===== src/source/core_pkg.sv =====
`default_nettype none

package core_pkg;

        // Register file.
        localparam int REG_COUNT = 32;
        localparam int REG_AW    = 5;

        // Issue queue, depth must stay a power of two.
        localparam int QUEUE_DEPTH = 4;
        localparam int QUEUE_AW    = 2;

        // ALU operation codes carried in each queue element.
        localparam int ALU_W = 3;

        localparam logic [ALU_W-1:0] ALU_OR  = 3'd0;
        localparam logic [ALU_W-1:0] ALU_ADD = 3'd1;
        localparam logic [ALU_W-1:0] ALU_SUB = 3'd2;
        localparam logic [ALU_W-1:0] ALU_AND = 3'd3;
        localparam logic [ALU_W-1:0] ALU_LUI = 3'd4; // Passes operand 2.

        // APB word addresses.
        localparam logic [11:0] ADDR_INST     = 12'h000; // Write only.
        localparam logic [11:0] ADDR_STATUS   = 12'h004;
        localparam logic [11:0] ADDR_CTRL     = 12'h008;
        localparam logic [11:0] ADDR_REG_BASE = 12'h100; // Plus 4n, read only.

endpackage

`default_nettype wire


===== src/source/isa_pkg.sv =====
`default_nettype none

package isa_pkg;

        // Primary opcodes, bits 31:26.
        localparam logic [5:0] OP_SPECIAL = 6'b000000;
        localparam logic [5:0] OP_ADDIU   = 6'b001001;
        localparam logic [5:0] OP_ANDI    = 6'b001100;
        localparam logic [5:0] OP_ORI     = 6'b001101;
        localparam logic [5:0] OP_LUI     = 6'b001111;

        // Function field of SPECIAL, bits 5:0.
        localparam logic [5:0] FN_ADDU = 6'b100001;
        localparam logic [5:0] FN_SUBU = 6'b100011;
        localparam logic [5:0] FN_AND  = 6'b100100;
        localparam logic [5:0] FN_OR   = 6'b100101;

        // One instruction word, seen as I-type or R-type.
        typedef union packed {
                struct packed {
                        logic [5:0]  op;
                        logic [4:0]  rs;
                        logic [4:0]  rt;
                        logic [15:0] imm;
                } i;
                struct packed {
                        logic [5:0] op;
                        logic [4:0] rs;
                        logic [4:0] rt;
                        logic [4:0] rd;
                        logic [4:0] shamt; // Unused by this subset.
                        logic [5:0] funct;
                } r;
        } inst_u;

endpackage

`default_nettype wire

===== src/source/core_top.sv =====
`timescale 1ns/10ps
`default_nettype none

module core_top (
        input  wire         pclk_i,
        input  wire         rst_n_i,
        input  wire         psel_i,
        input  wire         penable_i,
        input  wire         pwrite_i,
        input  wire  [11:0] paddr_i,
        input  wire  [31:0] pwdata_i,
        output logic [31:0] prdata_o,
        output logic        pready_o,
        output logic        pslverr_o
);

        // Decoder to queue.
        logic                         push;
        logic [core_pkg::ALU_W-1:0]   dec_alu_op;
        logic [core_pkg::REG_AW-1:0]  dec_rs_addr;
        logic [core_pkg::REG_AW-1:0]  dec_rt_addr;
        logic                         dec_num2_need;
        logic [31:0]                  dec_imm_value;
        logic [core_pkg::REG_AW-1:0]  dec_wr_addr;
        logic                         full;
        logic [core_pkg::QUEUE_AW:0]  count;

        // Queue to execute unit.
        logic                         valid;
        logic                         pop;
        logic [core_pkg::ALU_W-1:0]   head_alu_op;
        logic [core_pkg::REG_AW-1:0]  head_rs_addr;
        logic [core_pkg::REG_AW-1:0]  head_rt_addr;
        logic                         head_num2_need;
        logic [31:0]                  head_imm_value;
        logic [core_pkg::REG_AW-1:0]  head_wr_addr;

        logic                         run;
        logic [core_pkg::REG_AW-1:0]  dbg_addr;
        logic [31:0]                  dbg_data;

        dispatch_decoder u_decoder (
                .pclk_i        (pclk_i),
                .rst_n_i       (rst_n_i),
                .psel_i        (psel_i),
                .penable_i     (penable_i),
                .pwrite_i      (pwrite_i),
                .paddr_i       (paddr_i),
                .pwdata_i      (pwdata_i),
                .queue_full_i  (full),
                .queue_count_i (count),
                .queue_valid_i (valid),
                .dbg_data_i    (dbg_data),
                .prdata_o      (prdata_o),
                .pready_o      (pready_o),
                .pslverr_o     (pslverr_o),
                .push_o        (push),
                .alu_op_o      (dec_alu_op),
                .rs_addr_o     (dec_rs_addr),
                .rt_addr_o     (dec_rt_addr),
                .num2_need_o   (dec_num2_need),
                .imm_value_o   (dec_imm_value),
                .wr_addr_o     (dec_wr_addr),
                .run_o         (run),
                .dbg_addr_o    (dbg_addr)
        );

        issue_queue u_queue (
                .pclk_i      (pclk_i),
                .rst_n_i     (rst_n_i),
                .push_i      (push),
                .alu_op_i    (dec_alu_op),
                .rs_addr_i   (dec_rs_addr),
                .rt_addr_i   (dec_rt_addr),
                .num2_need_i (dec_num2_need),
                .imm_value_i (dec_imm_value),
                .wr_addr_i   (dec_wr_addr),
                .pop_i       (pop),
                .full_o      (full),
                .count_o     (count),
                .valid_o     (valid),
                .alu_op_o    (head_alu_op),
                .rs_addr_o   (head_rs_addr),
                .rt_addr_o   (head_rt_addr),
                .num2_need_o (head_num2_need),
                .imm_value_o (head_imm_value),
                .wr_addr_o   (head_wr_addr)
        );

        execute_unit u_execute (
                .pclk_i      (pclk_i),
                .rst_n_i     (rst_n_i),
                .run_i       (run),
                .valid_i     (valid),
                .alu_op_i    (head_alu_op),
                .rs_addr_i   (head_rs_addr),
                .rt_addr_i   (head_rt_addr),
                .num2_need_i (head_num2_need),
                .imm_value_i (head_imm_value),
                .wr_addr_i   (head_wr_addr),
                .dbg_addr_i  (dbg_addr),
                .pop_o       (pop),
                .dbg_data_o  (dbg_data)
        );

endmodule

`default_nettype wire


===== src/source/execute_unit.sv =====
`timescale 1ns/10ps
`default_nettype none

module execute_unit (
        input  wire                            pclk_i,
        input  wire                            rst_n_i,
        input  wire                            run_i,
        input  wire                            valid_i,
        input  wire  [core_pkg::ALU_W-1:0]     alu_op_i,
        input  wire  [core_pkg::REG_AW-1:0]    rs_addr_i,
        input  wire  [core_pkg::REG_AW-1:0]    rt_addr_i,
        input  wire                            num2_need_i,
        input  wire  [31:0]                    imm_value_i,
        input  wire  [core_pkg::REG_AW-1:0]    wr_addr_i,
        input  wire  [core_pkg::REG_AW-1:0]    dbg_addr_i,
        output logic                           pop_o,
        output logic [31:0]                    dbg_data_o
);

        logic [31:0] regs [core_pkg::REG_COUNT];
        logic [31:0] op1;
        logic [31:0] op2;
        logic [31:0] result;

        // One element per cycle while running.
        assign pop_o = valid_i & run_i;

        assign op1 = regs[rs_addr_i];
        assign op2 = num2_need_i ? regs[rt_addr_i] : imm_value_i;

        always_comb begin
                case (alu_op_i)
                        core_pkg::ALU_OR:  result = op1 | op2;
                        core_pkg::ALU_ADD: result = op1 + op2;
                        core_pkg::ALU_SUB: result = op1 - op2;
                        core_pkg::ALU_AND: result = op1 & op2;
                        core_pkg::ALU_LUI: result = op2; // Immediate already shifted.
                        default:           result = 32'b0;
                endcase
        end

        // Entry 0 is never written, so r0 stays zero.
        always_ff @(posedge pclk_i or negedge rst_n_i) begin
                if (!rst_n_i) begin
                        for (int i = 0; i < core_pkg::REG_COUNT; i++)
                                regs[i] <= 32'b0;
                end else if (pop_o && wr_addr_i != '0) begin
                        regs[wr_addr_i] <= result;
                end
        end

        assign dbg_data_o = regs[dbg_addr_i]; // Host read port.

endmodule

`default_nettype wire


===== src/source/issue_queue.sv =====
`timescale 1ns/10ps
`default_nettype none

module issue_queue (
        input  wire                            pclk_i,
        input  wire                            rst_n_i,
        input  wire                            push_i,
        input  wire  [core_pkg::ALU_W-1:0]     alu_op_i,
        input  wire  [core_pkg::REG_AW-1:0]    rs_addr_i,
        input  wire  [core_pkg::REG_AW-1:0]    rt_addr_i,
        input  wire                            num2_need_i,
        input  wire  [31:0]                    imm_value_i,
        input  wire  [core_pkg::REG_AW-1:0]    wr_addr_i,
        input  wire                            pop_i,
        output logic                           full_o,
        output logic [core_pkg::QUEUE_AW:0]    count_o,
        output logic                           valid_o,
        output logic [core_pkg::ALU_W-1:0]     alu_op_o,
        output logic [core_pkg::REG_AW-1:0]    rs_addr_o,
        output logic [core_pkg::REG_AW-1:0]    rt_addr_o,
        output logic                           num2_need_o,
        output logic [31:0]                    imm_value_o,
        output logic [core_pkg::REG_AW-1:0]    wr_addr_o
);

        logic [core_pkg::ALU_W-1:0]  alu_op_mem    [core_pkg::QUEUE_DEPTH];
        logic [core_pkg::REG_AW-1:0] rs_addr_mem   [core_pkg::QUEUE_DEPTH];
        logic [core_pkg::REG_AW-1:0] rt_addr_mem   [core_pkg::QUEUE_DEPTH];
        logic                        num2_need_mem [core_pkg::QUEUE_DEPTH];
        logic [31:0]                 imm_value_mem [core_pkg::QUEUE_DEPTH];
        logic [core_pkg::REG_AW-1:0] wr_addr_mem   [core_pkg::QUEUE_DEPTH];

        logic [core_pkg::QUEUE_AW-1:0] wr_ptr;
        logic [core_pkg::QUEUE_AW-1:0] rd_ptr;
        logic [core_pkg::QUEUE_AW:0]   count;
        logic                          do_push;
        logic                          do_pop;

        assign full_o  = count == core_pkg::QUEUE_DEPTH;
        assign valid_o = count != '0;
        assign count_o = count;
        assign do_push = push_i & ~full_o;
        assign do_pop  = pop_i & valid_o;

        always_ff @(posedge pclk_i) begin
                if (do_push) begin
                        alu_op_mem[wr_ptr]    <= alu_op_i;
                        rs_addr_mem[wr_ptr]   <= rs_addr_i;
                        rt_addr_mem[wr_ptr]   <= rt_addr_i;
                        num2_need_mem[wr_ptr] <= num2_need_i;
                        imm_value_mem[wr_ptr] <= imm_value_i;
                        wr_addr_mem[wr_ptr]   <= wr_addr_i;
                end
        end

        // Pointers wrap on their own.
        always_ff @(posedge pclk_i or negedge rst_n_i) begin
                if (!rst_n_i) begin
                        wr_ptr <= '0;
                        rd_ptr <= '0;
                        count  <= '0;
                end else begin
                        if (do_push)
                                wr_ptr <= wr_ptr + 1'b1;
                        if (do_pop)
                                rd_ptr <= rd_ptr + 1'b1;
                        if (do_push && !do_pop)
                                count <= count + 1'b1;
                        else if (do_pop && !do_push)
                                count <= count - 1'b1;
                end
        end

        // Head element.
        assign alu_op_o    = alu_op_mem[rd_ptr];
        assign rs_addr_o   = rs_addr_mem[rd_ptr];
        assign rt_addr_o   = rt_addr_mem[rd_ptr];
        assign num2_need_o = num2_need_mem[rd_ptr];
        assign imm_value_o = imm_value_mem[rd_ptr];
        assign wr_addr_o   = wr_addr_mem[rd_ptr];

endmodule

`default_nettype wire


===== src/source/dispatch_decoder.sv =====
`timescale 1ns/10ps
`default_nettype none

module dispatch_decoder (
        input  wire                            pclk_i,
        input  wire                            rst_n_i,
        input  wire                            psel_i,
        input  wire                            penable_i,
        input  wire                            pwrite_i,
        input  wire  [11:0]                    paddr_i,
        input  wire  [31:0]                    pwdata_i,
        input  wire                            queue_full_i,
        input  wire  [core_pkg::QUEUE_AW:0]    queue_count_i,
        input  wire                            queue_valid_i,
        input  wire  [31:0]                    dbg_data_i,
        output logic [31:0]                    prdata_o,
        output logic                           pready_o,
        output logic                           pslverr_o,
        output logic                           push_o,
        output logic [core_pkg::ALU_W-1:0]     alu_op_o,
        output logic [core_pkg::REG_AW-1:0]    rs_addr_o,
        output logic [core_pkg::REG_AW-1:0]    rt_addr_o,
        output logic                           num2_need_o,
        output logic [31:0]                    imm_value_o,
        output logic [core_pkg::REG_AW-1:0]    wr_addr_o,
        output logic                           run_o,
        output logic [core_pkg::REG_AW-1:0]    dbg_addr_o
);

        logic           access;
        logic           hit_inst;
        logic           hit_status;
        logic           hit_ctrl;
        logic           hit_reg;
        logic           run_q;
        isa_pkg::inst_u inst;
        logic [31:0]    imm_sext;
        logic [31:0]    imm_zext;

        assign access     = psel_i & penable_i;
        assign hit_inst   = paddr_i == core_pkg::ADDR_INST;
        assign hit_status = paddr_i == core_pkg::ADDR_STATUS;
        assign hit_ctrl   = paddr_i == core_pkg::ADDR_CTRL;
        assign hit_reg    = (paddr_i[11:7] == core_pkg::ADDR_REG_BASE[11:7]) &&
                            (paddr_i[1:0] == 2'b00);

        assign pready_o   = access; // No wait states.
        assign push_o     = access & pwrite_i & hit_inst & ~queue_full_i;
        assign run_o      = run_q;
        assign dbg_addr_o = paddr_i[6:2];

        // Full queue on push, and anything read only or unmapped, is refused.
        always_comb begin
                pslverr_o = 1'b0;
                if (access) begin
                        if (pwrite_i)
                                pslverr_o = hit_inst ? queue_full_i : !hit_ctrl;
                        else
                                pslverr_o = !(hit_inst | hit_status | hit_ctrl | hit_reg);
                end
        end

        always_comb begin
                prdata_o = 32'b0;
                if (hit_status)
                        prdata_o = {23'b0, queue_valid_i, 5'b0, queue_count_i};
                else if (hit_ctrl)
                        prdata_o = {31'b0, run_q};
                else if (hit_reg)
                        prdata_o = dbg_data_i;
        end

        always_ff @(posedge pclk_i or negedge rst_n_i) begin
                if (!rst_n_i) begin
                        run_q <= 1'b1;
                end else if (access && pwrite_i && hit_ctrl) begin
                        run_q <= pwdata_i[0];
                end
        end

        assign inst     = pwdata_i;
        assign imm_sext = {{16{inst.i.imm[15]}}, inst.i.imm};
        assign imm_zext = {16'b0, inst.i.imm};

        always_comb begin
                // Unknown opcodes: rt = rs | sign-extended imm.
                alu_op_o    = core_pkg::ALU_OR;
                rs_addr_o   = inst.i.rs;
                rt_addr_o   = inst.i.rt;
                num2_need_o = 1'b0;
                imm_value_o = imm_sext;
                wr_addr_o   = inst.i.rt;
                case (inst.i.op)
                        isa_pkg::OP_ORI: begin
                                imm_value_o = imm_zext;
                        end
                        isa_pkg::OP_ADDIU: begin
                                alu_op_o = core_pkg::ALU_ADD;
                        end
                        isa_pkg::OP_ANDI: begin
                                alu_op_o    = core_pkg::ALU_AND;
                                imm_value_o = imm_zext;
                        end
                        isa_pkg::OP_LUI: begin
                                alu_op_o    = core_pkg::ALU_LUI;
                                imm_value_o = {inst.i.imm, 16'b0};
                        end
                        isa_pkg::OP_SPECIAL: begin
                                num2_need_o = 1'b1;
                                wr_addr_o   = inst.r.rd;
                                case (inst.r.funct)
                                        isa_pkg::FN_ADDU: alu_op_o = core_pkg::ALU_ADD;
                                        isa_pkg::FN_SUBU: alu_op_o = core_pkg::ALU_SUB;
                                        isa_pkg::FN_AND:  alu_op_o = core_pkg::ALU_AND;
                                        isa_pkg::FN_OR:   alu_op_o = core_pkg::ALU_OR;
                                        default:          alu_op_o = core_pkg::ALU_OR;
                                endcase
                        end
                        default: begin
                        end
                endcase
        end

endmodule

`default_nettype wire


===== config.mk =====
export PLATFORM = sky130hd
export DESIGN_NAME = core_top
export DESIGN_NICKNAME = d
export VERILOG_FILES = /design/src/source/core_pkg.sv /design/src/source/isa_pkg.sv /design/src/source/core_top.sv /design/src/source/execute_unit.sv /design/src/source/issue_queue.sv /design/src/source/dispatch_decoder.sv
export SDC_FILE = /design/constraint.sdc
export NUM_CORES = 2
export LEC_CHECK = 0
export BUFFER_PORTS_ARGS = -buffer_cell sky130_fd_sc_hd__buf_2
export CAP_MARGIN = 30
export CORE_ASPECT_RATIO = 0.9
export CORE_MARGIN = 2
export CORE_UTILIZATION = 50
export CTS_BUF_LIST = sky130_fd_sc_hd__clkbuf_16
export DETAILED_ROUTE_END_ITERATION = 12
export PLACE_DENSITY = 0.77
export SKIP_LAST_GASP = 1
export SYNTH_ARGS = -nofsm -noshare
export SYNTH_HDL_FRONTEND = slang
export SYNTH_HIERARCHICAL = 1
export SYNTH_SLANG_ARGS = --single-unit

===== constraint.sdc =====
create_clock -name pclk_i -period 8.9 [get_ports pclk_i]
set_input_delay 0.445 -clock pclk_i [delete_from_list [all_inputs] [get_ports pclk_i]]
set_output_delay 0.445 -clock pclk_i [all_outputs]
set_load 0.05 [all_outputs]

Yosys cells after proc, flatten, opt, wreduce, memory -nomap -nowiden

Memories as Yosys holds them, arrays and structs flattened.
Index checks and enable logic that the tools add are counted.

Bits in registers: 1032
Bits in writable memories: 204
Output and inout port bits: 34
Memories: 6

Memory list:

| name                  | words | width | rd ports | clocked after memory_dff | wr ports | line              | text |
|---|---|---|---|---|---|---|---|
| u_queue.imm_value_mem | 4     | 32    | 1        | 0                        | 1        | issue_queue.sv:30 | `logic [31:0] imm_value_mem [core_pkg::QUEUE_DEPTH];` |
| u_queue.rs_addr_mem   | 4     | 5     | 1        | 0                        | 1        | issue_queue.sv:27 | `logic [core_pkg::REG_AW-1:0] rs_addr_mem [core_pkg::QUEUE_DEPTH];` |
| u_queue.rt_addr_mem   | 4     | 5     | 1        | 0                        | 1        | issue_queue.sv:28 | `logic [core_pkg::REG_AW-1:0] rt_addr_mem [core_pkg::QUEUE_DEPTH];` |
| u_queue.wr_addr_mem   | 4     | 5     | 1        | 0                        | 1        | issue_queue.sv:31 | `logic [core_pkg::REG_AW-1:0] wr_addr_mem [core_pkg::QUEUE_DEPTH];` |
| u_queue.alu_op_mem    | 4     | 3     | 1        | 0                        | 1        | issue_queue.sv:26 | `logic [core_pkg::ALU_W-1:0] alu_op_mem [core_pkg::QUEUE_DEPTH];` |
| u_queue.num2_need_mem | 4     | 1     | 1        | 0                        | 1        | issue_queue.sv:29 | `logic num2_need_mem [core_pkg::QUEUE_DEPTH];` |

Add/sub/neg operators: 6
Magnitude comparators: 5
Eq/ne operators: 15
Muxes and demuxes: 29
Bitwise logic cells: 17
Reduce and logical (&&, ||, !) cells: 19

Operators with widths:

| kind                  | count |
|---|---|
| $bwmux W1024          | 1 |
| $bmux W32 S5          | 3 |
| $mux W32              | 11 |
| $demux W32 S5         | 1 |
| $pmux W32 S5          | 1 |
| $pmux W32 S2          | 1 |
| $add A32 B32 Y32      | 1 |
| $and A32 B32 Y32      | 1 |
| $or A32 B32 Y32       | 1 |
| $sub A32 B32 Y32      | 1 |
| $eq A6 B4 Y1 const B  | 4 |
| $ge A6 B6 Y1 const B  | 4 |
| $not A5 Y6            | 4 |
| $eq A6 B6 Y1 const B  | 3 |
| $eq A12 B3 Y1 const B | 1 |
| $eq A12 B4 Y1 const B | 1 |
| $logic_not A12 Y1     | 1 |
| $pmux W3 S4           | 1 |
| $and A1 B1 Y1         | 7 |
| $logic_and A1 B1 Y1   | 7 |
| $eq A3 B2 Y1 const B  | 2 |
| $eq A3 B3 Y1 const B  | 2 |
| $logic_not A6 Y1      | 1 |
| $lt A6 B1 Y1 const B  | 1 |
| other kinds (18)      | 30 |

Logic depth before layout (Yosys ltp)

Depth after elaboration: 9
Depth in mapped cells: 33
Mapped depth without buffers: 25

Modules after synthesis

Netlist, hierarchy kept.

Modules (own cells, without submodules):

| module           | instances | cells each | area an instance (um2) | sequential area each (um2) |
|---|---|---|---|---|
| execute_unit     | 1         | 5806       | 65051.1                | 25624.6 |
| issue_queue      | 1         | 302        | 7847.5                 | 6301.0 |
| dispatch_decoder | 1         | 155        | 1084.8                 | 26.3 |

Worst setup path after synthesis

OpenSTA, ideal clock, no wires.

Kind: reg2reg
Start point: register u_queue/rd_ptr[0] (netlist name)
End point: register u_execute/regs[670] (netlist name)
Setup time: 0.132 ns
Data arrival time: 6.428 ns
Required time: 8.768 ns
Slack: 2.340 ns
Cell stages (with the launch flop): 33
Cell sequence: dfrtp_1 -> buf_6 -> buf_12 -> mux4_2 -> buf_6 -> buf_8 -> buf_12 -> buf_6 -> buf_6 -> mux2i_1 -> a22oi_1 -> a21oi_1 -> nor4_1 -> mux2i_2 -> ha_1 -> and2_1 -> and4bb_2 -> nand2_1 -> o21ai_0 -> xor2_1 -> ha_1 -> a21o_1 -> a21o_1 -> a21o_1 -> o21bai_1 -> a2111oi_0 -> nor4b_1 -> nor4_2 -> o31ai_1 -> mux2_2 -> a211oi_2 -> clkbuf_1 -> o21ai_1

Cells in the longest elaborated chain, start to end: 9
Elaborated cells on any way between the ends: 34
Classes of those cells: add/sub (2); order compare (2); eq/ne (4); mux (11); bitwise (5); reduce/logical (4); memory (6)

RTL lines:

| what                                           | line               | text |
|---|---|---|
| from (decl)                                    | issue_queue.sv:34  | `logic [core_pkg::QUEUE_AW-1:0] rd_ptr;` |
| from (signal assigned)                         | issue_queue.sv:66  | `rd_ptr <= rd_ptr + 1'b1;` |
| $mem_v2 Z4 W5 *                                | --                 |  |
| named net head_rt_addr, one bit                | core_top.sv:33     | `logic [core_pkg::REG_AW-1:0] head_rt_addr;` |
| $not A5 Y6 (implied by the code) *             | execute_unit.sv:29 | `assign op2 = num2_need_i ? regs[rt_addr_i] : imm_value_i;` |
| $bmux W32 S5 *                                 | execute_unit.sv:29 |  |
| $mux W32 (implied by the code) * (2 in a row)  | execute_unit.sv:29 |  |
| $mux W32 *                                     | execute_unit.sv:29 |  |
| $sub A32 B32 Y32, or another cell as far along | execute_unit.sv:35 | `core_pkg::ALU_SUB: result = op1 - op2;` |
| $pmux W32 S5 *                                 | execute_unit.sv:32 | `case (alu_op_i)` |
| $bwmux W1024 *                                 | execute_unit.sv:48 | `regs[wr_addr_i] <= result;` |
| to (signal, indexed assignment)                | execute_unit.sv:48 |  |
| to (decl)                                      | execute_unit.sv:20 | `logic [31:0] regs [core_pkg::REG_COUNT];` |

Mark *: on every way through the listed nets, which the timed path passes. The rest lies on a longest branch. The select of a mux whose other input is x is not followed.
A chain may end at the register's enable or synchronous reset.

Worst setup path after layout

Start point: register u_queue/rd_ptr[0] (netlist name)
End point: register u_execute/regs[990] (netlist name)

Same word-level chain as after synthesis.

==> run summary <==
CTS buffer count = 119
Starting Density = 0.5052
Yosys warning count = 6
Top cells by count, synth = 1082 x nand2_1, 1031 x dfrtp_1, 869 x o21ai_0
Register area share after synthesis = 0.4319
Synth top area share = 0.3487
Reg area = 0.03196 sq mm
Fmax = 0.1197 GHz
Most frequent cell after synthesis = nand2_1
Share of layout cells above drive strength 1 = 0.2413
Largest stage delay on the critical path = 0.82 ns
Met3 usage = 0.1190
CTS tree = done
Synth top area cells = dfrtp_1 35%, mux4_2 24%, edfxtp_1 8.3%, o21ai_0 5.9%, nand2_1 5.5%
Setup violators final = 0
Yosys reg bits = 1236
Post-Layout Cell Count = 8089
Syn Area/Cell = 11.81 sq um
Max Cap Viol = 0
Grt ovf = 0
Synthesized area = 0.07398 sq mm
Hold Crit Class = input pin to flip-flop
Routability cong. = 1.004
Grt met1 use = 0.4222
RSZ-0062 raised after global routing = false
Worst path most repeated cell = a21o_1
DP HPWL = 148700 um
Core Util, Final = 0.5501
Pwr Density = 145.5 mW/mm^2
DP Worst Slack = 0.6326 ns
Die height = 368.9 um
Number of global-route vias before repair = 56.30k
Post-Route WL = 249900 um
Post-layout instance area = 0.08056 sq mm
Most used routing layer in global routing = met2
Cells after synthesis = 6263
Post_cts resized = 0
Root Driver = clkbuf_16
Crit. End Element = flip-flop
Status = finished, final reports clean
Core area = 0.1464 sq mm
FILL cells = 11.77k
IO Pins = 83
Worst Skew = 0.02839 ns
Largest net degree at the start of global routing = 196
Area Growth Syn to Fin = 8.892%
Placed Instance Area = 0.07604 sq mm
Post-synth EDFFs = 204
Via count = 57.59k
Total track usage = 0.3266
Post-synth ARST share = 0.8350
CP max stage cell = mux4_4
First-pass GRT wire length = 368700 um
Final setup TNS = 0 ns
Shortest period the worst path allows = 8.355 ns
Clock-pin slew on the worst setup and hold paths = 0.06 ns
Startpoint types = flip-flop
Initial antenna violation count = 10
Die area = 0.1511 sq mm
Drt wl/cell = 30.89 um
Die Wd = 409.5 um
Crit path max fanout = 69
Relative slew margins = 0.2051
Final ANT Viol Nets = 0
1st-iter DRT viols = 9725
Period utilisation layout = 0.9388
Leakage = 33.18 nW
Synth cell types = 96
Clk_lat worst skew = 0.79 ns
Post-synth net total = 6353
Placed Cells = 7827
Peak supply drop = 0.0001735 V
Crit path DAT = 8.99 ns
Vias per cell = 7.119
Multi-input combinational cell area = 0.03902 sq mm
TritonCTS Sinks = 1236
Slew @ Worst Pin = 1.192 ns
Reg2Reg Setup Slack = 0.54 ns
Setup CP Type = flip-flop to flip-flop
CTS Buffer Depth = 3
Port bufs = 82
Largest area contributor in the netlist = dfrtp_1
Main flop type after synthesis = dfrtp_1
Slew Viols, Final = 0
Postcts setup bufs = 0
Num rows = 133
Worst-path cell chain = mux4_4, buf_12, mux4_2, mux2i_1, a22oi_1, and3_1, a21oi_2, nand3_1, nor4_4, a31oi_1, xnor2_1, ha_1, a21o_1, a21o_1, a21o_1, o21bai_1, a2111oi_0, nor4b_1, nor4_2, o31ai_1, mux2_2, a211oi_4, buf_4, o21ai_0
Count of TritonRoute iterations in the first routing pass = 7
Drt drc = 0
WP data required = 9.54 ns
Number of H-tree levels = 3
Final Worst Setup Slack = 0.5448 ns
GR Util met2 = 0.4741
Post-CTS Hold Buffers = 11
Fin. Hold Viols = 0
Nets = 6110
-- registers in the layout, summed over array words and instances (netlist names) --
name / cells
u_execute/regs: 1024
u_queue/imm_value_mem: 128
u_queue/rs_addr_mem: 20
u_queue/rt_addr_mem: 20
u_queue/wr_addr_mem: 20
u_queue/alu_op_mem: 12
u_queue/num2_need_mem: 4
u_queue/count_o: 3
u_queue/rd_ptr: 2
u_queue/wr_ptr: 2
u_decoder/run_o: 1
-- area by class of cell --
cell class	count	area share
well taps	1957	0.03039
clock buffers	120	0.03727
inverters	71	0.003308
diodes	6	0.0001864
clock inverters	107	0.01283
multi-input cells	4311	0.4843
flip-flops and latches	1236	0.3967
repair buffers	281	0.03502
-- per-layer routing --
metal | wire length, um | up-vias
met4 | 16900 | 12
met1 | 87150 | 28830
li1 | - | 23050
met5 | 78 | -
met3 | 36340 | 1012
met2 | 109400 | 4678
-- cell families (layout without fill, tap and decap cells) --
| family | Yosys count | after routing | synth area share |
|---|---|---|---|
| simple gates | 1460 | 1460 | 0.08326 |
| compound gates | 1440 | 1440 | 0.1116 |
| mux | 1311 | 1311 | 0.3138 |
| flops | 1236 | 1236 | 0.4319 |
| buf+inv | 716 | 579 | 0.04531 |
| xor+xnor | 59 | 59 | 0.006985 |
| fa+ha+maj | 41 | 41 | 0.007137 |
| other cells | 0 | 6 | 0 |
-- through the flow --
| stage | power [mW] | hold WS, ns |
|---|---|---|
| final | 11.73 | 0.06669 |
| after global routing | 12.01 | 0.06222 |
| after CTS | 11.73 | 0.02555 |
| after detailed placement | 6.471 | 0.4021 |
| after global placement | 6.456 | 0.3942 |
| after floorplan | 6.213 | 0.1494 |
-- final timing paths --
check,start,to,depth (start not counted)
max,u_queue/rd_ptr[0],u_execute/regs[990],24
min,pwdata_i[0],u_decoder/run_o,2
max reg2reg,u_queue/rd_ptr[0],u_execute/regs[990],24
min reg2reg,u_execute/regs[999],u_execute/regs[999],0
max in group asynchronous,rst_n_i,u_execute/regs[962],4
min in group asynchronous,rst_n_i,u_execute/regs[793],2
-- placed cells by master (no fill, tap or decap), drive strengths merged, types with 7 or more instances in the layout --
master and n:
a211oi 21, a21o 15, a21oi 144, a22oi 163
a31oi 47, and2 65, and3 9, buf 269
bufinv 18, clkbuf 121, clkinv 61, dfrtp 1031
dlygate4sd3 11, edfxtp 204, ha 39, inv 94
mux2 126, mux2i 398, mux4 787, nand2 1082
nand2b 12, nand3 35, nand4 10, nor2 123
nor2b 17, nor3 29, nor3b 7, nor4 30
o211ai 16, o21a 11, o21ai 935, o22ai 21
or3 11, xnor2 26, xor2 33
-- report_power, final --
part           switching [mW]  leakage [nW]  internal [mW]
logic                   0.437          14.9          0.196
registers             0.00256          16.2           5.75
clock network            2.36          2.07           2.98
-- worst max-delay path, delay by kind of cell (launching register included) --
kind | cells | cell delay [ns]
fa+ha+maj | 1 | 0.38
mux | 4 | 2.14
simple gates | 5 | 1.61
xor+xnor | 1 | 0.16
compound gates | 11 | 2.60
buf+inv | 2 | 0.64
flops | 1 | 0.55
(Power assumes the default switching activity.)
